[src/verilog/cps_video_consts.svh]
// ================================================
// Video back end constants
// Raster geometry, register map and pipeline depth
// ================================================
`ifndef CPS_VIDEO_CONSTS_SVH
`define CPS_VIDEO_CONSTS_SVH

// Frame geometry in pixels and lines
`define H_TOTAL             512
`define V_TOTAL             262

// Visible area
`define H_VISIBLE           384
`define V_BLANK_END         16
`define V_BLANK_START       240

// Sync pulses, lower bound inside, upper bound outside
`define H_SYNC_START        448
`define H_SYNC_END          480
`define V_SYNC_START        244
`define V_SYNC_END          248

// CPU register map
`define MMR_LAYER_CTRL_ADDR 1'b0
`define MMR_BACKDROP_ADDR   1'b1

// Default draw order obj, scr1, scr2, scr3 with all layers on
`define LAYER_CFG_RESET     12'hfe4

`define PIXEL_LATENCY       3
`define TRANSPARENT_COLOUR  4'hf

`endif
[src/verilog/cps_video_pkg.sv]
// ================================================
// Video back end types
// Pixel, layer, sync, palette and register types
// ================================================
`include "cps_video_consts.svh"

package cps_video_pkg;

    // One rendered pixel of a layer
    typedef struct packed {
        logic [4:0] pal;
        logic [3:0] colour;
    } layer_pixel_t;

    // All four layers for the same screen position
    typedef struct packed {
        layer_pixel_t obj;
        layer_pixel_t scr1;
        layer_pixel_t scr2;
        layer_pixel_t scr3;
    } layer_pixels_t;

    typedef enum logic [1:0] {
        LAYER_OBJ  = 2'd0,
        LAYER_SCR1 = 2'd1,
        LAYER_SCR2 = 2'd2,
        LAYER_SCR3 = 2'd3
    } layer_id_e;

    // Slot 0 is drawn first, slot 3 ends up in front
    typedef struct packed {
        logic [3:0]          enable;
        layer_id_e [3:0]     order;
    } layer_cfg_t;

    typedef struct packed {
        layer_id_e  layer;
        logic [4:0] pal;
        logic [3:0] colour;
    } pal_addr_t;

    // CPU palette write, byte selects active low
    typedef struct packed {
        logic        we;
        pal_addr_t   addr;
        logic [15:0] data;
        logic [1:0]  dsn;
    } pal_wr_t;

    typedef struct packed {
        logic hb;
        logic vb;
        logic hs;
        logic vs;
    } video_sync_t;

    typedef enum logic {
        REG_LAYER_CTRL = `MMR_LAYER_CTRL_ADDR,
        REG_BACKDROP   = `MMR_BACKDROP_ADDR
    } mmr_reg_e;

endpackage

[src/verilog/rgb_out.sv]
// ================================================
// RGB output stage
// Brightness scaling and blanked colour output
// ================================================
`timescale 1ns/1ps

module rgb_out (
    input  logic                       clk,
    input  logic                       rst,
    input  logic                       pxl_cen,
    input  logic [15:0]                pal_word,
    input  cps_video_pkg::video_sync_t pal_sync,
    output logic [7:0]                 red,
    output logic [7:0]                 green,
    output logic [7:0]                 blue,
    output logic                       LHBL_dly,
    output logic                       LVBL_dly
);

    logic [4:0] gain;
    logic       blank;

    // Brightness nibble plus 16 gives a gain of 16 to 31
    assign gain  = {1'b1, pal_word[15:12]};
    assign blank = pal_sync.hb || pal_sync.vb;

    // Nibble times gain, halved, peaks at 232
    function automatic logic [7:0] scale(input logic [3:0] nib, input logic [4:0] g);
        logic [8:0] prod;
        prod = nib * g;
        return prod[8:1];
    endfunction

    always_ff @(posedge clk or posedge rst) begin
        if (rst) begin
            red      <= '0;
            green    <= '0;
            blue     <= '0;
            LHBL_dly <= 1'b0;
            LVBL_dly <= 1'b0;
        end else if (pxl_cen) begin
            LHBL_dly <= ~pal_sync.hb;
            LVBL_dly <= ~pal_sync.vb;
            if (blank) begin
                red   <= '0;
                green <= '0;
                blue  <= '0;
            end else begin
                red   <= scale(pal_word[11:8], gain);
                green <= scale(pal_word[7:4], gain);
                blue  <= scale(pal_word[3:0], gain);
            end
        end
    end

endmodule

[config.mk]
export PLATFORM = sky130hd
export DESIGN_NAME = rgb_out
export DESIGN_NICKNAME = d
export VERILOG_FILES = /design/src/verilog/cps_video_pkg.sv /design/src/verilog/rgb_out.sv
export VERILOG_INCLUDE_DIRS = /design/src /design/src/verilog
export SDC_FILE = /design/constraint.sdc
export NUM_CORES = 1
export LEC_CHECK = 0
export BUFFER_PORTS_ARGS = -buffer_cell sky130_fd_sc_hd__clkbuf_2
export CAP_MARGIN = 20
export CORE_MARGIN = 3
export CORE_UTILIZATION = 55
export DETAILED_ROUTE_END_ITERATION = 7
export GPL_TIMING_DRIVEN = 0
export PLACE_DENSITY_LB_ADDON = 0.1
export SETUP_SLACK_MARGIN = 0.02
export SLEW_MARGIN = 40
export SYNTH_ARGS = -nofsm -noshare
export SYNTH_HDL_FRONTEND = slang
export SYNTH_SLANG_ARGS = --single-unit
[constraint.sdc]
create_clock -name clk -period 1.5 [get_ports clk]
set_input_delay 0.15 -clock clk [delete_from_list [all_inputs] [get_ports clk]]
set_output_delay 0.15 -clock clk [all_outputs]
set_load 0.05 [all_outputs]
==> impl_metrics.ini <==
[run_status]
status = finished with violations
violations = setup timing

[clock_network]
clock-sinks = 26
htree_levels = 1
cts.root.buffer_cell = clkbuf_8
cts_tree = done
cts.clk_slew.worst_paths_ns = 0.08
cts_buffers = 3
worst_skew_pair.late_latency_ns = 0.27
clock_path_buffers = 2

[placed_design]
gp_congestion = 0.751
dpl_cell_area_mm2 = 0.00304
dp_slack_ns = -1.25
io_buffers = 45
dp_hpwl_um = 4230

[finish]
final_cell_mix = 41 x inv_1, 40 x clkbuf_2, 31 x ha_1
final_common_cell = inv_1
fill_cells = 304
syn2layout_area_growth_pct = 33.8
fin_area_mm2 = 0.00346
diodes = 0
drive_gt1_share_pct = 40.7
fin_nets = 420
final_util_pct = 78.0

[flow_run]
maxCapViolations = 0

[routing]
vias = 2037
drt-initial-drc-count = 94
vias_per_cell = 5.21
drtPass1Iterations = 4
postRouteAntennaNets = 0
wl_per_cell_um = 14.3
drc = 0
wl_um = 5590

[global_routing]
grt_usage_pct = 21.7
grt_pass1_wl_um = 9300
grt_max_degree = 27
grt_pass1_vias = 2008
antenna_found_initial = 0
grt.overflow.total = 0

[pwr]
peakVddDrop_uv = 511
p_leak_uw = 0.00170
p_per_area_mw_per_mm2 = 893
power.total_uw = 3090

[sta]
drv_slew = 0
maxSlewHeadroom_pct = 65.7
rsz0062_at_grt = yes
final.min_clock_period_ns = 2.39
finalWorstSetupSlack_ns = -0.886
final.setup_skew_ns = 0
fin_crit_sh_pct = 159
setup_viol = 18
setup_tns_ns = -13.22
hold_violations = 0
worstMarginPinSlew_ns = 0.514
fmax_mhz = 419

[synthesis]
ys_ff_latch = 26
netlist_top_cells_area = dfrtp_1 25%, ha_1 19%, fa_1 14%
synthDominantCellAreaShare_pct = 25.1
ys_seq_area_share_pct = 25.1
synth.avg_cell_area_um2 = 9.49
syn_inst = 273
syn_nets = 353
syn_area_mm2 = 0.00259
synth_cell_type_count = 22
synth_top_area_cell = dfrtp_1
ys_warn_count = 0

[critical_path]
start_kind = input pin
required_ns = 1.64
path_class = in2reg
end_kind = flip-flop
critPathArrivalTime_ns = 2.52
path_max_fanout = 7

[floorplan]
core-area_mm2 = 0.00444
fp.dieH_um = 74.6
start_util_pct = 58.3
die_w_um = 74.6
die_area_mm2 = 0.00557
pin_count = 49
rows = 24

[worst_hold_path]
hp-class = in2reg
[layer usage]
layer  vias to the layer above  wire [µm]  track usage [%]
met5                         -          0                0
met4                         0        134             7.11
li1                       1004          -                -
met3                        11        223             1.47
met1                       968       2730             32.1
met2                        54       2510             34.0
[flip-flops by register name (all words and copies together), names as in the netlist]
| name | flops |
|---|---|
| red | 8 |
| green | 8 |
| LVBL_dly | 1 |
| blue | 8 |
| LHBL_dly | 1 |
[cell usage after synthesis]
master / count
inv_1: 48
ha_1: 39
and2_1: 33
nand2_1: 27
dfrtp_1: 26
fa_1: 18
xnor2_1: 15
nor2_1: 12
o21ai_0: 10
o22ai_2: 10
a211oi_1: 6
a21oi_1: 6
o22ai_1: 5
clkbuf_1: 4
o31ai_1: 4
buf_6: 3
o31ai_2: 2
buf_2: 1
mux2i_1: 1
nand2b_4: 1
nor2_2: 1
or2_1: 1
[through the flow]
step / hold WS [ns] / cells
after floorplan: 0.190 / 273
after global placement: 0.377 / 370
after detailed placement: 0.200 / 370
after CTS: 0.0933 / 388
after global routing: 0.0956 / 391
final: 0.0963 / 391
[cell families (layout without fill, tap and decap cells)]
logic type,Yosys count,count (layout),synth area share (%)
AO/OA/AOI/OAI,43,43,13.0
XOR/XNOR,15,15,5.07
adder cells (fa/ha/maj),57,57,32.8
buffers and inverters,56,122,9.03
flip-flops,26,26,25.1
multiplexers,1,1,0.386
AND/OR/NAND/NOR,75,75,14.6
[where the power goes]
part	switching [µW]	leakage (µW)	internal, µW
sequential	35.9	0.000349	773
combinational	1050	0.00132	788
clock	208	0.0000288	235
total	1300	0.00170	1800
[critical path, cell delays in order]
cell and delay, ns:
buf_6 0.10, buf_8 0.12, and2_4 0.13, fa_1 0.53
inv_1 0.05, fa_1 0.50, inv_2 0.05, ha_4 0.24
a211oi_4 0.28, o31ai_2 0.09, xnor2_1 0.18, o22ai_1 0.09
[repair_timing]
action,4_1_cts,5_1_grt
setup endpoints to repair,18,20
hold buffers,1,0
resized for setup,22,32
hold endpoints to repair,26,0
buffers inserted,13,4
pin swaps,28,20
[path summary, 6_finish.rpt]
check                             startpoint       end  slack, ns  cells after the start
worst min register to register       blue[2]   blue[2]       0.51                      2
worst max-delay path            pal_word[13]  green[7]      -0.89                     12
max in group asynchronous                rst   blue[6]       0.71                      3
worst max register to register      green[7]  green[7]       0.83                      2
worst min-delay path                 pxl_cen    red[1]        0.1                      2
min in group asynchronous                rst  green[5]       0.45                      3
[layout make-up]
type,count,area [µm²],area share [%]
sequential,26,651,18.8
timing repair buffer,62,399,11.5
clock buffer,4,55.1,1.59
buffer,8,97.6,2.82
multi-input combinational,191,2020,58.2
tap,52,65.1,1.88
inverter,48,180,5.20
(Power assumes the default switching activity.)
