<file path="config.mk">
export PLATFORM = sky130hd
export DESIGN_NAME = layer_mmr
export DESIGN_NICKNAME = d
export VERILOG_FILES = /design/src/verilog/cps_video_pkg.sv /design/src/verilog/layer_mmr.sv
export VERILOG_INCLUDE_DIRS = /design/src /design/src/verilog
export SDC_FILE = /design/constraint.sdc
export NUM_CORES = 1
export LEC_CHECK = 0
export ABC_AREA = 1
export BUFFER_PORTS_ARGS = -buffer_cell sky130_fd_sc_hd__buf_2
export CAP_MARGIN = 20
export CORE_UTILIZATION = 39
export CTS_CLUSTER_SIZE = 28
export DETAILED_ROUTE_END_ITERATION = 6
export PLACE_DENSITY = 0.8
export RECOVER_POWER = 25
export SETUP_SLACK_MARGIN = 0.5
export SYNTH_ARGS = -nofsm -noshare
export SYNTH_HDL_FRONTEND = slang
export SYNTH_SLANG_ARGS = --single-unit
</file>
<file path="constraint.sdc">
create_clock -name clk -period 2.2 [get_ports clk]
set_clock_uncertainty 0.05 [all_clocks]
set_input_delay 0.22 -clock clk [delete_from_list [all_inputs] [get_ports clk]]
set_output_delay 0.22 -clock clk [all_outputs]
set_load 0.01 [all_outputs]
</file>
<file path="src/verilog/cps_video_consts.svh">
// ================================================
// Video back end constants
// Raster geometry, register map and pipeline depth
// ================================================
`ifndef CPS_VIDEO_CONSTS_SVH
`define CPS_VIDEO_CONSTS_SVH

// Frame geometry in pixels and lines
`define H_TOTAL             512
`define V_TOTAL             262

// Visible area
`define H_VISIBLE           384
`define V_BLANK_END         16
`define V_BLANK_START       240

// Sync pulses, lower bound inside, upper bound outside
`define H_SYNC_START        448
`define H_SYNC_END          480
`define V_SYNC_START        244
`define V_SYNC_END          248

// CPU register map
`define MMR_LAYER_CTRL_ADDR 1'b0
`define MMR_BACKDROP_ADDR   1'b1

// Default draw order obj, scr1, scr2, scr3 with all layers on
`define LAYER_CFG_RESET     12'hfe4

`define PIXEL_LATENCY       3
`define TRANSPARENT_COLOUR  4'hf

`endif
</file>
<file path="src/verilog/cps_video_pkg.sv">
// ================================================
// Video back end types
// Pixel, layer, sync, palette and register types
// ================================================
`include "cps_video_consts.svh"

package cps_video_pkg;

    // One rendered pixel of a layer
    typedef struct packed {
        logic [4:0] pal;
        logic [3:0] colour;
    } layer_pixel_t;

    // All four layers for the same screen position
    typedef struct packed {
        layer_pixel_t obj;
        layer_pixel_t scr1;
        layer_pixel_t scr2;
        layer_pixel_t scr3;
    } layer_pixels_t;

    typedef enum logic [1:0] {
        LAYER_OBJ  = 2'd0,
        LAYER_SCR1 = 2'd1,
        LAYER_SCR2 = 2'd2,
        LAYER_SCR3 = 2'd3
    } layer_id_e;

    // Slot 0 is drawn first, slot 3 ends up in front
    typedef struct packed {
        logic [3:0]          enable;
        layer_id_e [3:0]     order;
    } layer_cfg_t;

    typedef struct packed {
        layer_id_e  layer;
        logic [4:0] pal;
        logic [3:0] colour;
    } pal_addr_t;

    // CPU palette write, byte selects active low
    typedef struct packed {
        logic        we;
        pal_addr_t   addr;
        logic [15:0] data;
        logic [1:0]  dsn;
    } pal_wr_t;

    typedef struct packed {
        logic hb;
        logic vb;
        logic hs;
        logic vs;
    } video_sync_t;

    typedef enum logic {
        REG_LAYER_CTRL = `MMR_LAYER_CTRL_ADDR,
        REG_BACKDROP   = `MMR_BACKDROP_ADDR
    } mmr_reg_e;

endpackage

</file>
<file path="src/verilog/layer_mmr.sv">
// ================================================
// Layer control registers
// CPU-written draw order, enables and backdrop
// ================================================
`timescale 1ns/1ps
`include "cps_video_consts.svh"

module layer_mmr (
    input  logic                      clk,
    input  logic                      rst,
    input  logic                      mmr_cs,
    input  cps_video_pkg::mmr_reg_e   mmr_addr,
    input  logic [1:0]                dsn,
    input  logic [15:0]               cpu_dout,
    output logic [15:0]               mmr_dout,
    output cps_video_pkg::layer_cfg_t layer_cfg,
    output cps_video_pkg::pal_addr_t  backdrop
);

    logic [11:0] ctrl_q;
    logic [10:0] back_q;

    // Byte lanes, dsn[0] low for the low byte
    always_ff @(posedge clk or posedge rst) begin
        if (rst) begin
            ctrl_q <= `LAYER_CFG_RESET;
            back_q <= '1;
        end else if (mmr_cs) begin
            case (mmr_addr)
                cps_video_pkg::REG_LAYER_CTRL: begin
                    if (!dsn[0]) begin
                        ctrl_q[7:0] <= cpu_dout[7:0];
                    end
                    if (!dsn[1]) begin
                        ctrl_q[11:8] <= cpu_dout[11:8];
                    end
                end
                default: begin
                    if (!dsn[0]) begin
                        back_q[7:0] <= cpu_dout[7:0];
                    end
                    if (!dsn[1]) begin
                        back_q[10:8] <= cpu_dout[10:8];
                    end
                end
            endcase
        end
    end

    assign layer_cfg = cps_video_pkg::layer_cfg_t'(ctrl_q);
    assign backdrop  = cps_video_pkg::pal_addr_t'(back_q);

    // Unused upper bits read as zero
    always_comb begin
        case (mmr_addr)
            cps_video_pkg::REG_LAYER_CTRL: mmr_dout = {4'd0, ctrl_q};
            default:                       mmr_dout = {5'd0, back_q};
        endcase
    end

    // CPU must select at least one byte on every access
    cs_has_lane: assert property (
        @(posedge clk) disable iff (rst)
        mmr_cs |-> dsn != 2'b11
    );

endmodule

</file>
==> summary.md, run 1 <==
| Metric | Value |
|---|---|
| Status | complete, but fails checks |
| Violated checks | design-rule violations |
| TNS Setup | 0 ps |
| Final RePlAce weighted congestion | 0.7270 |
| Syn avg cell area | 8.040 um2 |
| WL final | 2482 um |
| Crit Path Max Fanout | 3 |
| Peak Freq | 0.6964 GHz |
| Setup crit start | layer_cfg[9] |
| Reg2reg end | backdrop[3] |
| Slew @ Worst Pin | 840.9 ps |
| Max Slew Vio Count | 0 |
| Critical path arrival | 1170 ps |
| DP Wirelength | 1771 um |
| PnR worst setup slack | 764.0 ps |
| Buffers on Ports | 52 |
| Antenna violations before repair | 0 |
| Worst setup SP type | register |
| Synthesized flop and latch total | 23 |
| Period Utilization, post-route | 65.27% |
| Area fraction of the dominant cell type after synthesis | 41.96% |
| Largest delay share family, worst path | flip-flops |
| Most common cell after layout, fill and taps aside | nand2_1 |
| R2R setup slack | 1420 ps |
| Area of all placed cells without fillers | 0.001445 mm2 |
| H-tree levels | 1 |
| Max incr delay on CP | 570 ps |
| Pre-CTS setup slack | 702.3 ps |
| Fillers | 311 |
| R2r startpoint | backdrop[3] |
| Leak | 0.8035 nW |
| Setup CP Type | reg2out |
| Crit-path cells | inv_1 -> o21ai_0 -> buf_2 |
| Stages on worst setup path | 3 |
| Core area | 0.002829 mm2 |
| Site Rows | 19 |
| Post-synthesis cell count | 148 |
| Die width | 57.24 um |
| Hold buffers post-CTS | 0 |
| Final hold vios | 0 |
| CP max stage cell | dfstp_2 |
| Share of the yosys chip area belonging to registers | 50.37% |
| Cell type with the largest total area after synthesis | dfstp_2 |
| Finish-stage setup viols | 0 |
| First-pass GRT wire length | 4029 um |
| Fin crit period | 1436 ps |
| Avg Vias per Cell | 4.762 |
| CTS Buf Count | 3 |
| DRT Pass-1 Iters | 7 |
| Vias | 1,081 |
| Distinct cell type count after synthesis | 18 |
| Synthesized area | 0.001190 mm2 |
| Total power | 1.075 mW |
| Hold WS | 20.49 ps |
| Share of layout cells above drive strength 1 | 39.80% |
| Cell Pwr Density | 743.8 mW/mm2 |
| Grt ovf | 0 |
| CTS tree | built |
| Buffers and inverters on the worst path | 2 |
| Worst setup endpoint | mmr_dout[9] |
| Worst vdd ir | 0.4044 mV |
| Worst skew pair latency | 300 ps |
| Area of the die | 0.003276 mm2 |
| Placed Area | 0.001419 mm2 |
| RSZ-0062 raised after global routing | false |
| Worst setup EP type | output pin |
| I/O pin cnt | 61 |
| Ranking of synthesized cells by area | dfstp_2, nand2_1, dfrtp_1 |
| Area Overhead vs Synth | 21.45% |
| Drt drc | 4 |
| Die H | 57.24 um |
| Initial cell density of the core | 42.06% |
| Iter 0 DRT Violations | 34 |
| Clk root buf | clkbuf_4 |
| Worst EP required | 1930 ps |
| Avg WL per Cell | 10.93 um |
| GRT Util Overall | 15.85% |
| Setup Fix Bufs, Post-CTS | 0 |
| ANT cells | 0 |
| Clk sinks | 23 |
| Vias in the first global route | 910 |
| Synth Warn # | 0 |
| Max cap viols | 0 |
| Min-delay worst type | in2async |
| Post-route ant nets | 0 |
| Commonest cells after routing, fill and taps aside | nand2_1, buf_2, dfstp_2, inv_1, nand3_1 |
| Nets@finish | 219 |
| Clk slew on worst S/H paths | 120 ps |
| Post-CTS resize count | 0 |
| Longest Clk Path Bufs | 2 |
| Relative slew slack | 43.88% |
| Largest net degree at the start of global routing | 39 |
| Reg2Reg Depth | 2 |
## metal layers
metal	up-vias	routed length (um)	global-route usage, %
met5	-	0	0
met4	0	13	5.226
met3	2	138	2.041
met2	36	1179	26.39
met1	479	1151	21.49
li1	564	-	-
## report_power, final
group | internal, mW | leakage, nW | switching (mW)
Combinational | 0.124 | 0.540 | 0.182
Sequential | 0.532 | 0.249 | 0.0499
Clock | 0.0706 | 0.0150 | 0.117
Total | 0.726 | 0.804 | 0.349
## cell type report
| type | instances | area, um2 | area share [%] |
|---|---|---|---|
| timing repair buffer | 52 | 260.3 | 18.01 |
| clock buffer | 4 | 26.28 | 1.818 |
| sequential | 23 | 599.3 | 41.47 |
| tap | 31 | 38.79 | 2.684 |
| multi-input combinational | 102 | 464.2 | 32.12 |
| inverter | 15 | 56.30 | 3.896 |
## sequential cells by signal, summed over array words and instances, names as in the netlist
signal and count:
layer_cfg 12, backdrop 11
## metrics by stage
| stage | std cells | utilization, % |
|---|---|---|
| 2_1_floorplan | 151 | - |
| 3_3_place_gp | 223 | 50.15 |
| 3_5_place_dp | 223 | 50.15 |
| 4_1_cts | 227 | 51.08 |
| 5_1_grt | 227 | 51.08 |
| 6_report | 227 | 51.08 |
## logic make-up after synthesis
group                  share of synthesized area (%)
buffers and inverters                          11.57
AO/OA/AOI/OAI                                  4.626
flip-flops                                     50.37
AND/OR/NAND/NOR                                33.12
other                                         0.3152
## cells in the mapped netlist
cell type and number:
buf_4 8, o21ai_0 10, nor2_2 1, clkinv_1 1
nor2_4 1, nor2_1 1, conb_1 1, buf_6 1
nand2_4 1, o21ai_1 1, nand3_2 1, nand2_1 58
nand4_1 11, dfrtp_1 4, buf_2 2, inv_1 14
nand3_1 13, dfstp_2 19
## worst min path at each step
stage	from	slack (ps)	end
after floorplan	rst	160	layer_cfg[0]
after global placement	rst	370	layer_cfg[4]
after detailed placement	rst	390	layer_cfg[4]
after CTS	rst	40	layer_cfg[1]
after global routing	cpu_dout[11]	70	layer_cfg[11]
final	rst	20	layer_cfg[1]
Power figures use the tool's default switching activity.
==> inputs of run 2 (changes only) <==
- clock period: 2.2 -> 1.4 ns (I/O delays scaled with it)
==> run 2 against run 1 <==
Against the previous run:
- the run still ends with design-rule violations left
- sequential cell count is the same
- worst setup slack lost 700 ps
- non-clock buffer count grew 30
- cell count grew 13%
- combinational power grew to 2.9 times the previous value
- first-iteration DRC count grew 21%
- via count grew 17%
- largest cell class is now non-clock buffers
==> summary.md, run 2 (synthesis gave the netlist of run 1 again) <==
| Metric | Value |
|---|---|
| DP Wirelength | 1958 um |
| TNS Setup | 0 ps |
| Reg2Reg Depth | 5 |
| Fin crit period | 1340 ps |
| Max cap viols | 0 |
| Worst vdd ir | 0.6394 mV |
| Drt drc | 6 |
| Worst skew pair latency | 290 ps |
| Setup crit start | backdrop[2] |
| Worst setup SP type | register |
| Clk sinks | 23 |
| Final hold vios | 0 |
| Violated checks | design-rule violations |
| H-tree levels | 1 |
| Period Utilization, post-route | 95.69% |
| Multi-input gate area | 530.5 um2 |
| Max Slew Vio Count | 0 |
| R2r startpoint | layer_cfg[7] |
| Finish-stage setup viols | 0 |
| Commonest cells after routing, fill and taps aside | nand2_1, buf_2, buf_6, dfstp_2, nand3_1 |
| Vias in the first global route | 1,144 |
| Min-delay worst type | in2reg |
| Setup CP Type | reg2out |
| Most common cell after layout, fill and taps aside | nand2_1 |
| RSZ-0062 raised after global routing | true |
| ANT cells | 0 |
| Reg2reg end | layer_cfg[7] |
| Final RePlAce weighted congestion | 0.7962 |
| Leak | 1.012 nW |
| Max reg flops | 12 |
| Relative slew slack | 63.95% |
| Grt ovf | 0 |
| Core area | 0.002829 mm2 |
| Die width | 57.24 um |
| GRT Util Overall | 19.20% |
| Die H | 57.24 um |
| Clk root buf | clkbuf_4 |
| Reg area | 599.3 um2 |
| Avg WL per Cell | 12.51 um |
| CTS tree | built |
| CTS Buf Count | 3 |
| Area Overhead vs Synth | 61.72% |
| Vias | 1,262 |
| Critical path arrival | 1150 ps |
| Crit Path Max Fanout | 3 |
| Fillers | 244 |
| Cell Pwr Density | 1097 mW/mm2 |
| Peak Freq | 0.7465 GHz |
| Largest net degree at the start of global routing | 29 |
| I/O pin cnt | 61 |
| DRT Pass-1 Iters | 7 |
| Iter 0 DRT Violations | 41 |
| Share of layout cells above drive strength 1 | 58.41% |
| Avg Vias per Cell | 4.911 |
| Longest Clk Path Bufs | 2 |
| Buffers on Ports | 52 |
| R2R setup slack | 380 ps |
| Antenna violations before repair | 0 |
| WL final | 3214 um |
| First-pass GRT wire length | 4912 um |
| Worst setup endpoint | mmr_dout[2] |
| Clk slew on worst S/H paths | 130 ps |
| Post-route ant nets | 0 |
| Slew @ Worst Pin | 540.8 ps |
| Initial cell density of the core | 42.06% |
| Nets@finish | 249 |
| Hold WS | 5.333 ps |
| Area of the die | 0.003276 mm2 |
| Worst setup EP type | output pin |
| Worst EP required | 1210 ps |
| Total power | 2.111 mW |
| Site Rows | 19 |
| Status | complete, but fails checks |
run 2: cell types whose count changed in the layout (fill, tap and decap cells not counted), sizes merged:
cell / previous run / this run
buf: 52 / 74
clkinv: 1 / 2
clkbuf: 4 / 5
dlygate4sd3: 0 / 6
run 2: through the flow:
| stage | instance area [um2] | setup WS [ps] | cells | utilization [%] |
|---|---|---|---|---|
| 2_1_floorplan | 1245 | 471.5 | 151 | - |
| 3_5_place_dp | 1505 | 248.3 | 227 | 53.21 |
| 5_1_grt | 1924 | 3.343 | 257 | 68.02 |
| 4_1_cts | 1770 | 75.66 | 245 | 62.58 |
| 3_3_place_gp | 1505 | 266.8 | 227 | 53.21 |
| 6_report | 1924 | 60.40 | 257 | 68.02 |
run 2: layout make-up:
type	instances	share of cell area [%]
flip-flops and latches	23	31.14
inverters	15	2.926
multi-input cells	102	27.57
clock buffers	3	1.170
clock inverters	1	0.2601
well taps	31	2.016
repair buffers	82	34.92
run 2: how the worst min path moves through the flow:
stage                              end   startpoint  depth (start not counted)
after global routing      layer_cfg[5]  cpu_dout[5]                          3
after global placement    layer_cfg[3]          rst                          3
final                     layer_cfg[6]  cpu_dout[6]                          3
after detailed placement  layer_cfg[3]          rst                          3
after floorplan           layer_cfg[0]          rst                          1
after CTS                 layer_cfg[7]  cpu_dout[7]                          3
run 2: timing repair:
item                                    in CTS  in global routing
hold buffers                                 5                  1
setup buffers                                9                 11
hold endpoints to repair                     8                  1
gates resized for setup                     29                 20
endpoints found under the setup margin      35                 47
pin swaps                                    0                  6
run 2: worst max-delay path, cell delays in order, from the launching register on:
cell     delay [ps]
dfstp_2         590
nand2_1          70
o21ai_2          60
buf_2           140
run 2: report_power, final:
group	internal (mW)	total, mW	switching, mW
logic	0.481	0.877	0.396
registers	0.838	0.936	0.0986
clock network	0.106	0.297	0.191
total	1.42	2.11	0.686
run 2: metal layers:
| metal | vias to the layer above | share of wire, % | track usage (%) | wire length, um |
|---|---|---|---|---|
| li1 | 625 | - | - | - |
| met1 | 586 | 41 | 25.07 | 1319 |
| met2 | 47 | 53 | 33.28 | 1718 |
| met3 | 4 | 4.2 | 2.041 | 134 |
| met4 | 0 | 1.3 | 6.620 | 41 |
| met5 | - | 0 | 0 | 0 |
