File: config.mk
export PLATFORM = sky130hd
export DESIGN_NAME = layer_mixer
export DESIGN_NICKNAME = d
export VERILOG_FILES = /design/src/verilog/cps_video_pkg.sv /design/src/verilog/layer_mixer.sv
export VERILOG_INCLUDE_DIRS = /design/src /design/src/verilog
export SDC_FILE = /design/constraint.sdc
export NUM_CORES = 1
export LEC_CHECK = 0
export ABC_AREA = 1
export BUFFER_PORTS_ARGS = -buffer_cell sky130_fd_sc_hd__buf_2
export CAP_MARGIN = 15
export CORE_ASPECT_RATIO = 2
export CORE_UTILIZATION = 35
export DETAILED_ROUTE_END_ITERATION = 8
export PLACE_DENSITY = 0.62
export SYNTH_ARGS = -nofsm -noshare
export SYNTH_HDL_FRONTEND = slang
export SYNTH_SLANG_ARGS = --single-unit
File: constraint.sdc
create_clock -name clk -period 1.7 [get_ports clk]
set_clock_uncertainty 0.1 [all_clocks]
set_input_delay 0.34 -clock clk [delete_from_list [all_inputs] [get_ports clk]]
set_output_delay 0.34 -clock clk [all_outputs]
set_load 0.005 [all_outputs]
File: src/verilog/cps_video_consts.svh
// ================================================
// Video back end constants
// Raster geometry, register map and pipeline depth
// ================================================
`ifndef CPS_VIDEO_CONSTS_SVH
`define CPS_VIDEO_CONSTS_SVH

// Frame geometry in pixels and lines
`define H_TOTAL             512
`define V_TOTAL             262

// Visible area
`define H_VISIBLE           384
`define V_BLANK_END         16
`define V_BLANK_START       240

// Sync pulses, lower bound inside, upper bound outside
`define H_SYNC_START        448
`define H_SYNC_END          480
`define V_SYNC_START        244
`define V_SYNC_END          248

// CPU register map
`define MMR_LAYER_CTRL_ADDR 1'b0
`define MMR_BACKDROP_ADDR   1'b1

// Default draw order obj, scr1, scr2, scr3 with all layers on
`define LAYER_CFG_RESET     12'hfe4

`define PIXEL_LATENCY       3
`define TRANSPARENT_COLOUR  4'hf

`endif
File: src/verilog/cps_video_pkg.sv
// ================================================
// Video back end types
// Pixel, layer, sync, palette and register types
// ================================================
`include "cps_video_consts.svh"

package cps_video_pkg;

    // One rendered pixel of a layer
    typedef struct packed {
        logic [4:0] pal;
        logic [3:0] colour;
    } layer_pixel_t;

    // All four layers for the same screen position
    typedef struct packed {
        layer_pixel_t obj;
        layer_pixel_t scr1;
        layer_pixel_t scr2;
        layer_pixel_t scr3;
    } layer_pixels_t;

    typedef enum logic [1:0] {
        LAYER_OBJ  = 2'd0,
        LAYER_SCR1 = 2'd1,
        LAYER_SCR2 = 2'd2,
        LAYER_SCR3 = 2'd3
    } layer_id_e;

    // Slot 0 is drawn first, slot 3 ends up in front
    typedef struct packed {
        logic [3:0]          enable;
        layer_id_e [3:0]     order;
    } layer_cfg_t;

    typedef struct packed {
        layer_id_e  layer;
        logic [4:0] pal;
        logic [3:0] colour;
    } pal_addr_t;

    // CPU palette write, byte selects active low
    typedef struct packed {
        logic        we;
        pal_addr_t   addr;
        logic [15:0] data;
        logic [1:0]  dsn;
    } pal_wr_t;

    typedef struct packed {
        logic hb;
        logic vb;
        logic hs;
        logic vs;
    } video_sync_t;

    typedef enum logic {
        REG_LAYER_CTRL = `MMR_LAYER_CTRL_ADDR,
        REG_BACKDROP   = `MMR_BACKDROP_ADDR
    } mmr_reg_e;

endpackage

File: src/verilog/layer_mixer.sv
// ================================================
// Layer priority mixer
// Picks the front-most opaque layer per pixel
// ================================================
`timescale 1ns/1ps
`include "cps_video_consts.svh"

module layer_mixer (
    input  logic                        clk,
    input  logic                        rst,
    input  logic                        pxl_cen,
    input  cps_video_pkg::layer_pixels_t layers,
    input  cps_video_pkg::video_sync_t  sync,
    input  cps_video_pkg::layer_cfg_t   layer_cfg,
    input  cps_video_pkg::pal_addr_t    backdrop,
    output cps_video_pkg::pal_addr_t    mix_addr,
    output cps_video_pkg::video_sync_t  mix_sync
);

    cps_video_pkg::pal_addr_t win;

    function automatic cps_video_pkg::layer_pixel_t pick_pixel(
        input cps_video_pkg::layer_pixels_t px,
        input cps_video_pkg::layer_id_e     id
    );
        case (id)
            cps_video_pkg::LAYER_OBJ:  return px.obj;
            cps_video_pkg::LAYER_SCR1: return px.scr1;
            cps_video_pkg::LAYER_SCR2: return px.scr2;
            default:                   return px.scr3;
        endcase
    endfunction

    // Back to front, each opaque enabled layer covers what lies behind
    always_comb begin
        cps_video_pkg::layer_id_e    id;
        cps_video_pkg::layer_pixel_t pix;
        win = backdrop;
        for (int slot = 0; slot < 4; slot++) begin
            id  = layer_cfg.order[slot];
            pix = pick_pixel(layers, id);
            if (layer_cfg.enable[id] && pix.colour != `TRANSPARENT_COLOUR) begin
                win.layer  = id;
                win.pal    = pix.pal;
                win.colour = pix.colour;
            end
        end
    end

    always_ff @(posedge clk) begin
        if (pxl_cen) begin
            mix_addr <= win;
        end
    end

    // Sync comes out blanked until the pipeline fills
    always_ff @(posedge clk or posedge rst) begin
        if (rst) begin
            mix_sync <= 4'b1100;
        end else if (pxl_cen) begin
            mix_sync <= sync;
        end
    end

    // A disabled layer never reaches the palette
    enabled_winner: assert property (
        @(posedge clk) disable iff (rst)
        pxl_cen |=> (mix_addr == $past(backdrop))
                    || $past(layer_cfg.enable[win.layer])
    );

endmodule

==> results.md, run 1 <==
- Via/cell ratio: 5.19
- Worst r2r src: mix_sync[0]
- Yosys reg bits: 15
- Failing checks: setup timing
- Crit path time final: around 1.7 ns
- Hold slack: approximately 0.22 ns
- Clock Path Buffers: 2
- Routed via count: about 3.3k
- Routability congestion estimate: between 1 and 1.5
- Drt wl/cell: around 17 um
- Synth-to-layout area growth: 65.8%
- Number of global-route vias before repair: 3459
- # clock sinks: 15
- Antenna viol nets, final: 0
- Rel. slew slack: around 75%
- Ys Warns: 0
- Final Non-Filler Cells: roughly 640
- RSZ-0062 raised after global routing: true
- Sequential element share of the synthesized area: 18.5%
- First-pass GRT wire length: ~17000 um
- Power Total: approximately 0.0021 W
- Ant. Diodes: 0
- Die area: about 0.007 mm^2
- Max FO, Critical Path: 8
- Maxcap violations: 0
- Syn Nets: 470
- Chip Width: ~60 um
- Post-synth ARST share: 26.7%
- GRT Resource Usage Total: a little under a third
- Worst-Margin Slew: 0.369 ns
- Placed Instances: roughly 610
- Initial Util: about 37%
- Nets@finish: a little over 600
- Die Span Y: approximately 120 um
- Initial antenna violation count: 0
- CP endpoint kind: flop
- Crit path DAT: 1.76 ns
- Largest net degree at the start of global routing: 16
- Main flop type after synthesis: edfxtp_1
- Fmax: around 0.58 GHz
- Most common cell after layout, fill and taps aside: nand2_1
- Worst skew pair latency: approximately 0.25 ns
- Layout cell share with drive strength beyond 1: 47.4%
- DRC: 0
- # port buffers: 80
- Post-route setup slack: -0.0362 ns
- Post-DP HPWL: 8290 um
- TritonRoute pass-1 iters: 5
- Crit start category: input port
- Power Density: between 500 and 600 mW/mm^2
- Fin crit share: 102%
- Final setup vio count: 6
- EDFF count, synth: 11
- H-tree levels: 1
- TritonCTS buffer count: 3
- Distinct cell type count after synthesis: 32
- HP Start: sync[1]
- Synth Area per Inst: slightly below 6 um^2
- Grt total ovfl: 0
- Seq. cell area: 433 um^2
- Commonest cells after routing, fill and taps aside: nand2_1, buf_2, buf_4, inv_1, nand3_1
- Worst setup path category: input port to flop
- Critical Path RT: around 1.7 ns
- Reg clk slew, reported paths: roughly 0.050 ns
- Detailed Route WL: ~11000 um
- Hold Vio Cnt, Final: 0
- Root Driver: clkbuf_16
- Critical path startpoint: layer_cfg[5]
- Maximum VDD drop: 0.283 mV
- Ports: 81
- Core area: 0.00636 mm^2
- Syn Inst Count: about 400
- Rows: 41
- Multi-input gate area: between 0.0015 and 0.002 mm^2
- Status: finished, violations left
- Worst hold path type: input port to flop
- Max-slew violation count: 0
- Post-Syn Area: 0.00234 mm^2
- DRT iter0 DRCs: around 190
- FILL cells: ~640
- Static leakage: roughly 2.0 nW
- CTS tree: built
## synthesized netlist by cell type, drive strengths merged (2+ instances only)
master | count | area, um^2
nand2 | 152 | 601
nand3 | 61 | 305
inv | 53 | 199
o21ai | 37 | 185
nor2 | 24 | 143
buf | 16 | 116
edfxtp | 11 | 330
o2111ai | 11 | 96.3
a21oi | 8 | 40.0
a221oi | 4 | 35.0
mux2 | 4 | 45.0
o211ai | 4 | 30.0
a21boi | 3 | 22.5
nor3 | 3 | 15.0
dfrtp | 2 | 50.1
dfstp | 2 | 52.6
nand3b | 2 | 15.0
or2 | 2 | 12.5
## where the power goes
group / internal [W] / switching [W]
registers: 0.000463 / 0.0000138
clock network: 0.000318 / 0.000153
logic: 0.000530 / 0.000640
total: 0.00131 / 0.000806
## critical path, stage by stage
cell and delay (ns):
buf_6 0.13, nor2_4 0.19, nand2_1 0.08, o211ai_1 0.11
nand2_1 0.11, buf_4 0.14, buf_4 0.12, buf_4 0.12
buf_4 0.13, a21oi_2 0.15, nand2_1 0.08, nand2_1 0.06
## path summary, 6_finish.rpt
kind / end / slack, ns / cells after the start
worst max-delay path: mix_addr[2] / -0.04 / 12
worst min-delay path: mix_sync[1] / 0.22 / 2
worst max register to register: mix_sync[0] / 0.85 / 1
worst min register to register: mix_sync[1] / 0.40 / 1
max in group asynchronous: mix_sync[2] / 0.83 / 3
min in group asynchronous: mix_sync[0] / 0.43 / 3
## sequential cells by signal (all words and copies together) (netlist names)
name	cells
mix_addr	11
mix_sync	4
## cell families after synthesis
logic type / Yosys count / synth area share, %
AOI/OAI and AO/OA: 71 / 19.3
and+or+nand+nor: 245 / 46.8
buffers and inverters: 69 / 13.5
DFF: 15 / 18.5
muxes: 4 / 1.92
## through the flow
step           TNS [ns]  area [um^2]  setup slack (ns)  util (%)
6_report         -0.121         3880           -0.0362      61.0
5_1_grt           -1.16         3880            -0.123      61.0
4_1_cts          -0.113         3630           -0.0215      57.1
3_5_place_dp      -4.96         3230            -0.483      50.8
3_3_place_gp      -5.33         3230            -0.513      50.8
2_1_floorplan     -1.13         2410            -0.119         -
## per-layer routing
layer / vias up / routed length [um] / GRT usage (%)
li1: 1642 / - / -
met1: 1490 / 3590 / 32.3
met3: 39 / 596 / 2.09
met5: - / 0 / 0
met2: 147 / 6010 / 60.1
met4: 0 / 543 / 15.6
## final cells by class
| type | instances | area share, % |
|---|---|---|
| timing repair buffer | 160 | 29.8 |
| multi-input combinational | 321 | 49.0 |
| clock buffer | 4 | 2.03 |
| sequential | 15 | 11.2 |
| inverter | 53 | 5.19 |
| tap | 86 | 2.77 |
## what timing repair did
action,CTS,global route
hold buffers,1,0
hold endpoints to repair,2,0
buffers inserted,11,4
gates resized for setup,52,68
pin swaps,24,33
gates cloned,5,0
setup endpoints to repair,11,11
No activity file was read; power rests on OpenSTA's default activity.
==> inputs of run 2 (changes only) <==
==> constraint.sdc (replaced) <==
create_clock -name clk -period 2.15 [get_ports clk]
set_clock_uncertainty 0.1 [all_clocks]
set_input_delay 0.43 -clock clk [delete_from_list [all_inputs] [get_ports clk]]
set_output_delay 0.43 -clock clk [all_outputs]
set_load 0.005 [all_outputs]
==> run 2 against run 1 <==
  * The flow now finishes without violations
  * Total power fell by 33%
  * Global-route usage is 4.8 points lower
  * Clock-buffer cell count unchanged
  * Cell count fell by 5.5%
  * Combinational power shrank 41%
  * Non-clock buffer count down 34
  * First-iteration DRC count down 38%
  * Critical path depth up 1
  * Register-to-register slack better by 0.47 ns
  * Critical endpoint is now mix_addr[4]
  * Largest cell class unchanged
  * Largest power group unchanged
==> results.md, run 2 (synthesized netlist as in run 1, its figures left out) <==
- Worst r2r path cells: 1
- CTS tree: built
- Maxcap violations: 0
- RSZ-0062 raised after global routing: false
- Largest net degree at the start of global routing: 17
- Ports: 81
- Instance count on the critical path: 13
- Grt total ovfl: 0
- Fmax: 0.494 GHz
- Number of global-route vias before repair: between 3k and 4k
- CP max stage cell: buf_2
- Routed via count: 3178
- Maximum VDD drop: 0.229 mV
- Power Density: between 400 and 500 mW/mm^2
- Critical path startpoint: layer_cfg[3]
- Synth-to-layout area growth: 35.3%
- Worst setup path category: input port to flop
- Commonest cells after routing, fill and taps aside: nand2_1, buf_2, nand3_1, inv_1, buf_4
- Final Non-Filler Cells: about 600
- Reg clk slew, reported paths: 0.05 ns
- Max-slew violation count: 0
- CP Buf/Inv Count: 3
- Crit-path cells: buf_2 -> nand2_1 -> inv_1 -> nand2_1 -> nand2_1 -> nor2_2 -> nand2_4 -> nand2_1 -> buf_4 -> nand3_1 -> nand3_1 -> nand2_1 -> nand2_1
- Reg-to-reg endpoint: mix_sync[0]
- TritonRoute pass-1 iters: 4
- Crit path top cell by count: nand2_1
- DRC: 0
- CP Capture Point: mix_addr[4]
- Core area: between 0.006 and 0.007 mm^2
- # clock sinks: 15
- Die area: between 0.007 and 0.008 mm^2
- H-tree levels: 1
- Worst hold path type: input port to flop
- Critical Path RT: between 2 and 2.5 ns
- Die Span Y: between 100 and 150 um
- Crit path time final: just over 2 ns
- Post-DP HPWL: roughly 7500 um
- First-pass GRT wire length: 14700 um
- Most common cell after layout, fill and taps aside: nand2_1
- Initial Util: a little under two fifths
- Max FFs per register: 11
- Final setup vio count: 0
- Initial antenna violation count: 0
- Biggest register: mix_addr
- Fin crit share: a little over nine tenths
- Worst skew pair latency: between 0.2 and 0.25 ns
- Detailed Route WL: 8740 um
- Worst-Margin Slew: around 0.40 ns
- Hold Vio Cnt, Final: 0
- Antenna viol nets, final: 0
- Chip Width: about 60 um
- Layout cell share with drive strength beyond 1: a little under a third
- Routability congestion estimate: approximately 1
- Status: finished, final reports clean
- DRT iter0 DRCs: approximately 120
- Reg-to-reg setup timing slack: between 1 and 1.5 ns
- Final Cell Area: ~0.0032 mm^2
- Crit start category: input port
- Static leakage: between 1.5 and 2 nW
- # port buffers: 80
- Max FO, Critical Path: 9
- CP top delay family: simple AND/OR/NAND/NOR gates
- Placed Area: between 0.003 and 0.004 mm^2
- GRT Resource Usage Total: approximately 27%
- Drt wl/cell: 14.5 um
- Via/cell ratio: about 5.3
- Rel. slew slack: about three quarters
- Setup Total Neg Slack: 0 ns
- Hold slack: 0.319 ns
- Worst r2r src: mix_sync[0]
- Crit path DAT: approximately 1.9 ns
- Rows: 41
- Ant. Diodes: 0
- CP endpoint kind: flop
- Regs by FF count: mix_addr: 11 flops, mix_sync: 4 flops
- TritonCTS buffer count: 3
- Clock Path Buffers: 2
- Root Driver: clkbuf_16
- Nets@finish: between 500 and 600
- Placed Instances: 598
- Slowest stage delay, CP: around 0.25 ns
-- run 2: timing repair --
action                                  in CTS  in global routing
gates resized for setup                      0                  4
setup buffers                                0                  1
hold buffers                                 1                  0
hold endpoints to repair                     2                  0
endpoints found under the setup margin       0                 10
-- run 2: layer usage --
metal | vias to the layer above | GRT usage (%) | part of all wire (%)
li1 | 1573 | - | -
met1 | 1405 | 29.4 | 36
met2 | 152 | 45.7 | 52
met3 | 48 | 2.97 | 5.3
met4 | 0 | 18.6 | 6.7
met5 | - | 0 | 0
-- run 2: per-stage QoR --
stage / util [%] / total power, W / worst slack (ns)
finish: 49.8 / 0.00143 / 0.125
global route: 49.8 / 0.00154 / 0.00840
CTS: 49.6 / 0.00143 / 0.158
detailed placement: 48.2 / 0.00107 / -0.103
global placement: 48.2 / 0.00106 / -0.116
floorplan: - / 0.000776 / 0.202
-- run 2: how the worst min path moves through the flow --
| stage | startpoint | endpoint | slack (ns) | cells after the start |
|---|---|---|---|---|
| finish | sync[1] | mix_sync[1] | 0.32 | 2 |
| global placement | rst | mix_sync[0] | 0.22 | 2 |
| global route | sync[2] | mix_sync[2] | 0.33 | 2 |
| detailed placement | rst | mix_sync[0] | 0.22 | 2 |
| floorplan | rst | mix_sync[0] | 0.09 | 1 |
| CTS | sync[1] | mix_sync[1] | 0.32 | 2 |
-- run 2: layout make-up --
class	instances	area, um^2
Multi-Input combinational cell	320	1600
Inverter	53	199
Fill cell	706	3190
Timing Repair Buffer	126	752
Sequential cell	15	433
Tap cell	86	108
Clock buffer	4	78.8
-- run 2: power by group --
| part | internal (W) | total [W] | switching, W |
|---|---|---|---|
| clock network | 0.000251 | 0.000358 | 0.000108 |
| registers | 0.000366 | 0.000375 | 0.00000884 |
| logic | 0.000293 | 0.000696 | 0.000402 |
| total | 0.000910 | 0.00143 | 0.000519 |
