File: config.mk
export PLATFORM = sky130hd
export DESIGN_NAME = video_timing
export DESIGN_NICKNAME = d
export VERILOG_FILES = /design/src/verilog/cps_video_pkg.sv /design/src/verilog/video_timing.sv
export VERILOG_INCLUDE_DIRS = /design/src /design/src/verilog
export SDC_FILE = /design/constraint.sdc
export NUM_CORES = 1
export LEC_CHECK = 0
export BUFFER_PORTS_ARGS = -buffer_cell sky130_fd_sc_hd__clkbuf_2
export CAP_MARGIN = 20
export CORE_MARGIN = 4
export CORE_UTILIZATION = 50
export CTS_BUF_LIST = sky130_fd_sc_hd__clkbuf_4
export CTS_CLUSTER_DIAMETER = 40
export DETAILED_ROUTE_END_ITERATION = 12
export PLACE_DENSITY = 0.78
export SETUP_SLACK_MARGIN = 0.02
export SLEW_MARGIN = 20
export SYNTH_ARGS = -nofsm -noshare
export SYNTH_HDL_FRONTEND = slang
export SYNTH_SLANG_ARGS = --single-unit
File: constraint.sdc
create_clock -name clk -period 2.5 [get_ports clk]
set_input_delay 0.625 -clock clk [delete_from_list [all_inputs] [get_ports clk]]
set_output_delay 0.625 -clock clk [all_outputs]
set_load 0.1 [all_outputs]
File: src/verilog/cps_video_consts.svh
// ================================================
// Video back end constants
// Raster geometry, register map and pipeline depth
// ================================================
`ifndef CPS_VIDEO_CONSTS_SVH
`define CPS_VIDEO_CONSTS_SVH

// Frame geometry in pixels and lines
`define H_TOTAL             512
`define V_TOTAL             262

// Visible area
`define H_VISIBLE           384
`define V_BLANK_END         16
`define V_BLANK_START       240

// Sync pulses, lower bound inside, upper bound outside
`define H_SYNC_START        448
`define H_SYNC_END          480
`define V_SYNC_START        244
`define V_SYNC_END          248

// CPU register map
`define MMR_LAYER_CTRL_ADDR 1'b0
`define MMR_BACKDROP_ADDR   1'b1

// Default draw order obj, scr1, scr2, scr3 with all layers on
`define LAYER_CFG_RESET     12'hfe4

`define PIXEL_LATENCY       3
`define TRANSPARENT_COLOUR  4'hf

`endif
File: src/verilog/cps_video_pkg.sv
// ================================================
// Video back end types
// Pixel, layer, sync, palette and register types
// ================================================
`include "cps_video_consts.svh"

package cps_video_pkg;

    // One rendered pixel of a layer
    typedef struct packed {
        logic [4:0] pal;
        logic [3:0] colour;
    } layer_pixel_t;

    // All four layers for the same screen position
    typedef struct packed {
        layer_pixel_t obj;
        layer_pixel_t scr1;
        layer_pixel_t scr2;
        layer_pixel_t scr3;
    } layer_pixels_t;

    typedef enum logic [1:0] {
        LAYER_OBJ  = 2'd0,
        LAYER_SCR1 = 2'd1,
        LAYER_SCR2 = 2'd2,
        LAYER_SCR3 = 2'd3
    } layer_id_e;

    // Slot 0 is drawn first, slot 3 ends up in front
    typedef struct packed {
        logic [3:0]          enable;
        layer_id_e [3:0]     order;
    } layer_cfg_t;

    typedef struct packed {
        layer_id_e  layer;
        logic [4:0] pal;
        logic [3:0] colour;
    } pal_addr_t;

    // CPU palette write, byte selects active low
    typedef struct packed {
        logic        we;
        pal_addr_t   addr;
        logic [15:0] data;
        logic [1:0]  dsn;
    } pal_wr_t;

    typedef struct packed {
        logic hb;
        logic vb;
        logic hs;
        logic vs;
    } video_sync_t;

    typedef enum logic {
        REG_LAYER_CTRL = `MMR_LAYER_CTRL_ADDR,
        REG_BACKDROP   = `MMR_BACKDROP_ADDR
    } mmr_reg_e;

endpackage

File: src/verilog/video_timing.sv
// ================================================
// Raster timing generator
// Pixel and line counters with blanking and sync
// ================================================
`timescale 1ns/1ps
`include "cps_video_consts.svh"

module video_timing (
    input  logic                       clk,
    input  logic                       rst,
    input  logic                       pxl_cen,
    output logic [8:0]                 hdump,
    output logic [8:0]                 vdump,
    output cps_video_pkg::video_sync_t sync,
    output logic                       line_start,
    output logic                       frame_start
);

    logic h_wrap;
    logic v_wrap;

    // Last pixel of a line and last line of a frame
    assign h_wrap = hdump == 9'(`H_TOTAL - 1);
    assign v_wrap = vdump == 9'(`V_TOTAL - 1);

    always_ff @(posedge clk or posedge rst) begin
        if (rst) begin
            hdump       <= '0;
            vdump       <= '0;
            line_start  <= 1'b0;
            frame_start <= 1'b0;
        end else begin
            // Strobes line up with the counters reaching zero
            line_start  <= pxl_cen && h_wrap;
            frame_start <= pxl_cen && h_wrap && v_wrap;
            if (pxl_cen) begin
                if (h_wrap) begin
                    hdump <= '0;
                    if (v_wrap) begin
                        vdump <= '0;
                    end else begin
                        vdump <= vdump + 9'd1;
                    end
                end else begin
                    hdump <= hdump + 9'd1;
                end
            end
        end
    end

    // Decoded straight from the counters, no extra delay
    assign sync.hb = hdump >= `H_VISIBLE;
    assign sync.vb = (vdump < `V_BLANK_END) || (vdump >= `V_BLANK_START);
    assign sync.hs = (hdump >= `H_SYNC_START) && (hdump < `H_SYNC_END);
    assign sync.vs = (vdump >= `V_SYNC_START) && (vdump < `V_SYNC_END);

    // Counters never leave the raster
    hdump_in_range: assert property (
        @(posedge clk) disable iff (rst)
        (hdump < `H_TOTAL) && (vdump < `V_TOTAL)
    );

endmodule

==> results of run 1 <==
-- layout make-up --
type | instances | area share (%)
inverter | 7 | 1.97
timing repair buffer | 26 | 11.1
clock inverter | 1 | 2.25
clock buffer | 3 | 1.69
sequential | 20 | 39.5
multi-input combinational | 76 | 40.9
tap | 27 | 2.54
-- where the power goes --
part | internal (W) | total (W) | switching (W)
Clock | 0.000162 | 0.000269 | 0.000107
Combinational | 0.0000667 | 0.000441 | 0.000375
Sequential | 0.000369 | 0.000430 | 0.0000609
Total | 0.000598 | 0.00114 | 0.000542
-- metal layers --
layer	vias to the layer above	GRT usage, %
met5	-	0
met1	440	26.3
met4	0	9.96
met2	35	32.7
li1	437	-
met3	9	2.49
-- state kept, by name, summed over array words and instances, names as in the netlist --
register     cells
frame_start      1
vdump            9
line_start       1
hdump            9
-- worst max path at each step --
| stage | depth (start not counted) | slack (ns) | start | to |
|---|---|---|---|---|
| 2_1_floorplan | 3 | -0.21 | vdump[6] | sync[2] |
| 4_1_cts | 3 | 0.05 | vdump[6] | sync[2] |
| 3_5_place_dp | 3 | 0.38 | vdump[5] | sync[0] |
| 6_report | 3 | 0.05 | vdump[6] | sync[2] |
| 3_3_place_gp | 3 | 0.43 | vdump[5] | sync[0] |
| 5_1_grt | 3 | 0.02 | vdump[6] | sync[2] |
-- critical path, cell delays in order (launching register included) --
cell	delay [ns]
dfrtp_4	0.53
or4_4	0.61
nand3b_1	0.18
buf_12	0.19
-- repair_timing --
item                                   4_1_cts  5_1_grt
setup endpoints to repair                    1        0
resized for setup                            1        0
endpoints found under the hold margin        0        0
hold buffers                                 0        0
-- synthesized netlist by cell type (all sizes together), types with 2 or more instances --
cell type	number
dfrtp	20
nand2	10
o21ai	9
inv	7
nand3	7
a21oi	5
ha	5
and3	4
nor2	4
nand4	3
xor2	3
buf	2
nor2b	2
nor3	2
nor3b	2
o22ai	2
o31ai	2
or3	2
or4	2
xnor2	2
-- logic make-up after synthesis --
kind of cell	after synthesis	synth area share (%)
fa+ha+maj	5	5.89
flops	20	47.1
xor+xnor	5	4.12
buf+inv	9	4.00
compound gates	22	13.4
simple gates	42	23.4
mux	2	2.00
-- metrics by stage --
stage | TNS, ns | util (%) | hold WS (ns)
3_5_place_dp | 0 | 64.5 | 0.534
5_1_grt | 0 | 67.2 | 0.479
2_1_floorplan | -0.379 | - | 0.588
6_report | 0 | 67.2 | 0.393
3_3_place_gp | 0 | 64.5 | 0.535
4_1_cts | 0 | 67.2 | 0.440
==> results by group, run 1 <==
Final layout
  • Sequential cell area: around 530 sq um
  • Layout cell share with drive strength beyond 1: 39.8%
  • Filler Cells Inserted: around 170
  • Area growth syn-to-layout: 25.4%
  • Commonest cells after routing, fill and taps aside: clkbuf_2 (24), nand2_1 (10), dfrtp_2 (9)
  • Final nets: around 140
  • Layout Cells excl Fill: 160
  • Most common cell after layout, fill and taps aside: clkbuf_2
  • Post-route cell area: roughly 1300 sq um
  • ANT cells: 0
  • Area of the multi-input gates: approximately 550 sq um

Placement
  • Hpwl dp: about 1800 microns
  • IO buf count: 26
  • Cells after DPL: ~160
  • Routability cong.: approximately 0.8
  • Worst slack at placement: ~0.38 ns
  • Placed cell area: about 1300 sq um

Drt
  • Vias: roughly 900
  • Post-Route M1 WL: 1060 microns
  • Final WL: between 2000 and 2500 microns
  • Routed met3 length: 122 microns
  • Metal2 WL: 1220 microns
  • DR top layer: met4
  • Vias/cell: between 5 and 6
  • Post-route ant nets: 0
  • DR pass1 iterations: 4
  • DR iter-0 viols: 14
  • WL/cell: 15.4 microns
  • Residual DRC: 0

Clocking
  • H-tree depth: 1
  • CTS Buf Count: 3
  • Worst-skew pair later-pin latency: between 0.3 and 0.4 ns
  • CTS root buffer: clkbuf_4
  • CTS Sinks: 20
  • Setup Buffers After CTS: 0
  • CTS tree: yes
  • Clock slew at reported path FFs: roughly 0.12 ns
  • CTS Buffer Depth: 2

STA
  • Final hold violations: 0
  • Final slew viol count: 0
  • Maximum achievable frequency: between 400 and 500 MHz
  • Tcrit/Tclk final: just under 100%
  • Unrepaired setup endpoints after global routing: false
  • Rel. slew slack: 50.8%
  • Worst path setup slack after routing: around 0.054 ns
  • Fin crit period: approximately 2.4 ns
  • Worst slew pin tran: 0.738 ns
  • Setup Viol. Count Final: 0
  • Clock Skews: 0.00857 ns

Logic synthesis
  • Sequential fraction of the synthesis area: between 40% and 50%
  • Ys flop type: dfrtp_1
  • Syn_area_per_cell: approximately 10 sq um
  • Yosys top cell area share: 47.1%
  • Synth area leader: dfrtp_1
  • Ys Warns: 0
  • Post-synthesis cell type count: 36
  • Async SR Flop Fraction: between 90% and 100%
  • Mapped Area: approximately 1100 sq um
  • Synthesized flop and latch total: 20
  • Post-Syn Nets: 113
  • Mapped Cells: 105
  • Synth top area cells: dfrtp_1 (47%), ha_1 (5.9%), o21ai_0 (3.8%), nand2_1 (3.5%), nand3_1 (2.8%)
  • Post-synth EDFFs: 0

GRT
  • Largest net degree at the start of global routing: 21
  • First-pass GRT wire length: around 4200 microns
  • Total Routing Usage GR: approximately 20%
  • Grt ovf: 0
  • Vias in the first global route: approximately 890
  • Antenna violations before repair: 0

Power
  • Total power draw: about 0.0011 W
  • Pleak: approximately 0.62 nW
  • Power Density: roughly 860 nW/um^2
  • Max VDD drop: 629 uV

Setup path
  • Startpoint Class: flip-flop
  • Worst R2R Setup Slack: between 0.3 and 0.4 ns
  • Critical path data required time: between 1.5 and 2 ns
  • Worst flop-to-flop path endpoint: vdump[8]
  • FF-to-FF Start: hdump[3]
  • Crit end category: primary output
  • CP Data Arrival Time: 1.82 ns
  • Critical setup path kind: reg -> out
  • CP max FO: 6
  • Reg2reg path depth: 7

Die
  • Chip height: 54.1 microns
  • I/O pins: 27
  • Starting Density: 53.6%
  • Die Area: between 2000 and 3000 sq um
  • Core Region: around 2000 sq um
  • Row cnt: 16
  • Die Wd: 54.1 microns

Outcome
  • Status: completed

Min path
  • Hold Path Class: in -> async

Flow run
  • Maxcap violations: 0
No activity file was read; power rests on OpenSTA's default activity.
==> run 2, diff against run 1 <==
ABC_AREA = 1   (was default)
PLACE_DENSITY = 0.77   (was 0.78)
clock period = 2.9 ns   (was 2.5 ns; I/O delays follow)
==> results by group, run 2 <==
Setup path
  • Critical setup path kind: reg -> out (unchanged)
  • WP buf/inv: 2 (was 1)
  • FF-to-FF Start: hdump[0] (was hdump[3])
  • CP max FO: 5 (was 6)
  • Crit. Startpoint: vdump[4] (was vdump[6])
  • Worst R2R Setup Slack: 0.98 ns (was 0.31 ns)
  • Peak per-stage delay on the critical path: 0.47 ns (was 0.61 ns)
  • Crit path max-delay family: buffers and inverters (was simple AND/OR/NAND/NOR gates)
  • Startpoint Class: flip-flop (unchanged)
  • Crit end category: primary output (unchanged)
  • Slowest-stage cell, CP: clkbuf_2 (was or4_4)
  • Critical path data required time: 2.17 ns (was 1.88 ns)
  • Worst path cell trace: nand2_1 -> nor2_1 -> inv_1 -> nor3_4 -> clkbuf_2 (was or4_4 -> nand3b_1 -> buf_12)
  • CP Data Arrival Time: 1.68 ns (was 1.82 ns)

STA
  • Setup Viol. Count Final: 0 (unchanged)
  • Clock Skews: 0.00993 ns (was 0.00857 ns)
  • Tcrit/Tclk final: between 80% and 90%
  • Setup TNS: 0 ns (unchanged)
  • Maximum achievable frequency: between 400 and 500 MHz
  • Worst path setup slack after routing: 0.494 ns (was 0.0542 ns)
  • Worst slew pin tran: 0.721 ns (was 0.738 ns)
  • Unrepaired setup endpoints after global routing: false (unchanged)
  • Fin crit period: about 2.4 ns
  • Rel. slew slack: 51.9% (was 50.8%)
  • Final slew viol count: 0 (unchanged)
  • Final hold violations: 0 (unchanged)

Logic synthesis
  • Ys Warns: 0 (unchanged)
  • Async SR Flop Fraction: 100% (unchanged)
  • Post-Syn Nets: 158 (was 113)
  • Synth top area cells: dfrtp_1 (44%), nand2_1 (15%), inv_1 (8.6%), nor2_1 (6.0%), ha_1 (5.5%) (was dfrtp_1 (47%), ha_1 (5.9%), o21ai_0 (3.8%), nand2_1 (3.5%), nand3_1 (2.8%))
  • Mapped Area: 1130 sq um (was 1060 sq um)
  • Synthesized flop and latch total: 20 (unchanged)
  • Most instantiated cells after synthesis: nand2_1 (45), inv_1 (26), dfrtp_1 (20) (was dfrtp_1 (20), nand2_1 (10), o21ai_0 (8))
  • Ys flop type: dfrtp_1 (unchanged)
  • Syn_area_per_cell: 7.52 sq um (was 10.1 sq um)
  • Sequential fraction of the synthesis area: 44.3% (was 47.1%)
  • Mapped Cells: 150 (was 105)
  • Synth area leader: dfrtp_1 (unchanged)
  • Post-synth EDFFs: 0 (unchanged)
  • Post-synthesis cell type count: 19 (was 36)
  • Yosys top cell area share: 44.3% (was 47.1%)
  • Count leader, synth: nand2_1 (was dfrtp_1)

Final layout
  • Post-route cell area: 1340 sq um (was 1330 sq um)
  • Area growth syn-to-layout: 18.4% (was 25.4%)
  • Commonest cells after routing, fill and taps aside: nand2_1 (45), inv_1 (26), clkbuf_2 (26) (was clkbuf_2 (24), nand2_1 (10), dfrtp_2 (9))
  • Most common cell after layout, fill and taps aside: nand2_1 (was clkbuf_2)
  • Final nets: 187 (was 142)
  • ANT cells: 0 (unchanged)
  • Layout cell share with drive strength beyond 1: 21.9% (was 39.8%)
  • Largest registers: hdump (9), vdump (9) (unchanged)

Min path
  • Hold Path Class: in -> async (unchanged)

Clocking
  • CTS root buffer: clkbuf_4 (unchanged)
  • CTS Buf Count: 3 (unchanged)
  • Setup Buffers After CTS: 0 (unchanged)
  • CTS Sinks: 20 (unchanged)
  • H-tree depth: 1 (unchanged)
  • Clock slew at reported path FFs: 0.12 ns (about the same)
  • Hold Buf Count CTS: 0 (unchanged)
  • CTS Buffer Depth: 2 (unchanged)
  • CTS tree: yes (unchanged)
  • Post_cts resized: 0 (was 1)
  • Worst-skew pair later-pin latency: 0.31 ns (about the same)

Flow run
  • Maxcap violations: 0 (unchanged)

Drt
  • Vias: 1003 (was 921)
  • WL/cell: 11.3 microns (was 15.4 microns)
  • Final WL: 2320 microns (was 2470 microns)
  • DR pass1 iterations: 4 (unchanged)
  • Residual DRC: 0 (unchanged)
  • Post-route ant nets: 0 (unchanged)
  • Vias/cell: 4.89 (was 5.76)
  • DR iter-0 viols: 25 (was 14)

Die
  • I/O pins: 27 (unchanged)
  • Core Region: 2040 sq um (was 1980 sq um)
  • Chip height: 55.5 microns (was 54.1 microns)
  • Row cnt: 16 (unchanged)
  • Starting Density: 55.3% (was 53.6%)
  • Die Area: 3080 sq um (was 2930 sq um)
  • Die Wd: 55.5 microns (was 54.1 microns)

Placement
  • Placed cell area: 1280 sq um (about the same)
  • Routability cong.: 0.879 (was 0.813)
  • Hpwl dp: 1840 microns (was 1820 microns)
  • IO buf count: 26 (unchanged)
  • Worst slack at placement: 0.850 ns (was 0.383 ns)

GRT
  • Total Routing Usage GR: 17.0% (was 20.1%)
  • Largest net degree at the start of global routing: 21 (unchanged)
  • Vias in the first global route: 957 (was 894)
  • Antenna violations before repair: 0 (unchanged)
  • Grt ovf: 0 (unchanged)
  • First-pass GRT wire length: 4240 microns (was 4170 microns)

Outcome
  • Status: completed (unchanged)

Power
  • Max VDD drop: 968 uV (was 629 uV)
  • Pleak: 0.782 nW (was 0.624 nW)
  • Power Density: 783 nW/um^2 (was 856 nW/um^2)
-- run 2: cell count changes in the layout (fill, tap and decap cells not counted), moves of 3 or more --
cell / change
dfrtp_4: -4
dfrtp_1: +13
dfrtp_2: -9
nand4_1: -3
nand2_1: +35
inv_1: +19
and3_1: -3
nor2_1: +13
nand3_1: +6
-- run 2: final cells by class --
type | count | area, sq um
clock inverter | 1 | 30.0
multi-input combinational | 102 | 522
inverter | 26 | 97.6
timing repair buffer | 26 | 130
sequential | 20 | 500
tap | 27 | 33.8
clock buffer | 3 | 22.5
fill | 188 | 706
-- run 2: metrics by stage --
stage / power [W] / cells / util, % / hold slack [ns]
floorplan: 0.000754 / 150 / - / 0.689
global placement: 0.000814 / 201 / 62.9 / 0.495
detailed placement: 0.000825 / 201 / 62.9 / 0.499
CTS: 0.00106 / 205 / 65.4 / 0.518
global route: 0.00110 / 205 / 65.4 / 0.553
finish: 0.00105 / 205 / 65.4 / 0.490
-- run 2: path summary, 6_finish.rpt --
path | end | depth (start not counted)
max reg2reg | vdump[3] | 9
min | vdump[2] | 2
min in group clk | hdump[3] | 1
min reg2reg | hdump[3] | 1
max | sync[0] | 5
max in group asynchronous | hdump[5] | 2
-- run 2: logic make-up after synthesis --
group	share of synthesized area (%)
XOR/XNOR	0.776
AND/OR/NAND/NOR	33.3
buffers and inverters	10.6
multiplexers	0.998
flip-flops	44.3
AO/OA/AOI/OAI	4.43
adder cells (fa/ha/maj)	5.54
-- run 2: where the power goes --
group	total, W	internal [W]	switching (W)
registers	0.000362	0.000319	0.0000431
logic	0.000454	0.0000660	0.000388
clock network	0.000231	0.000140	0.0000910
-- run 2: metal layers --
layer	vias up	GRT usage, %	part of all wire [%]
met4	0	7.99	1.3
met5	-	0	0
met2	35	27.0	49
li1	512	-	-
met1	454	22.3	45
met3	2	2.80	5.1
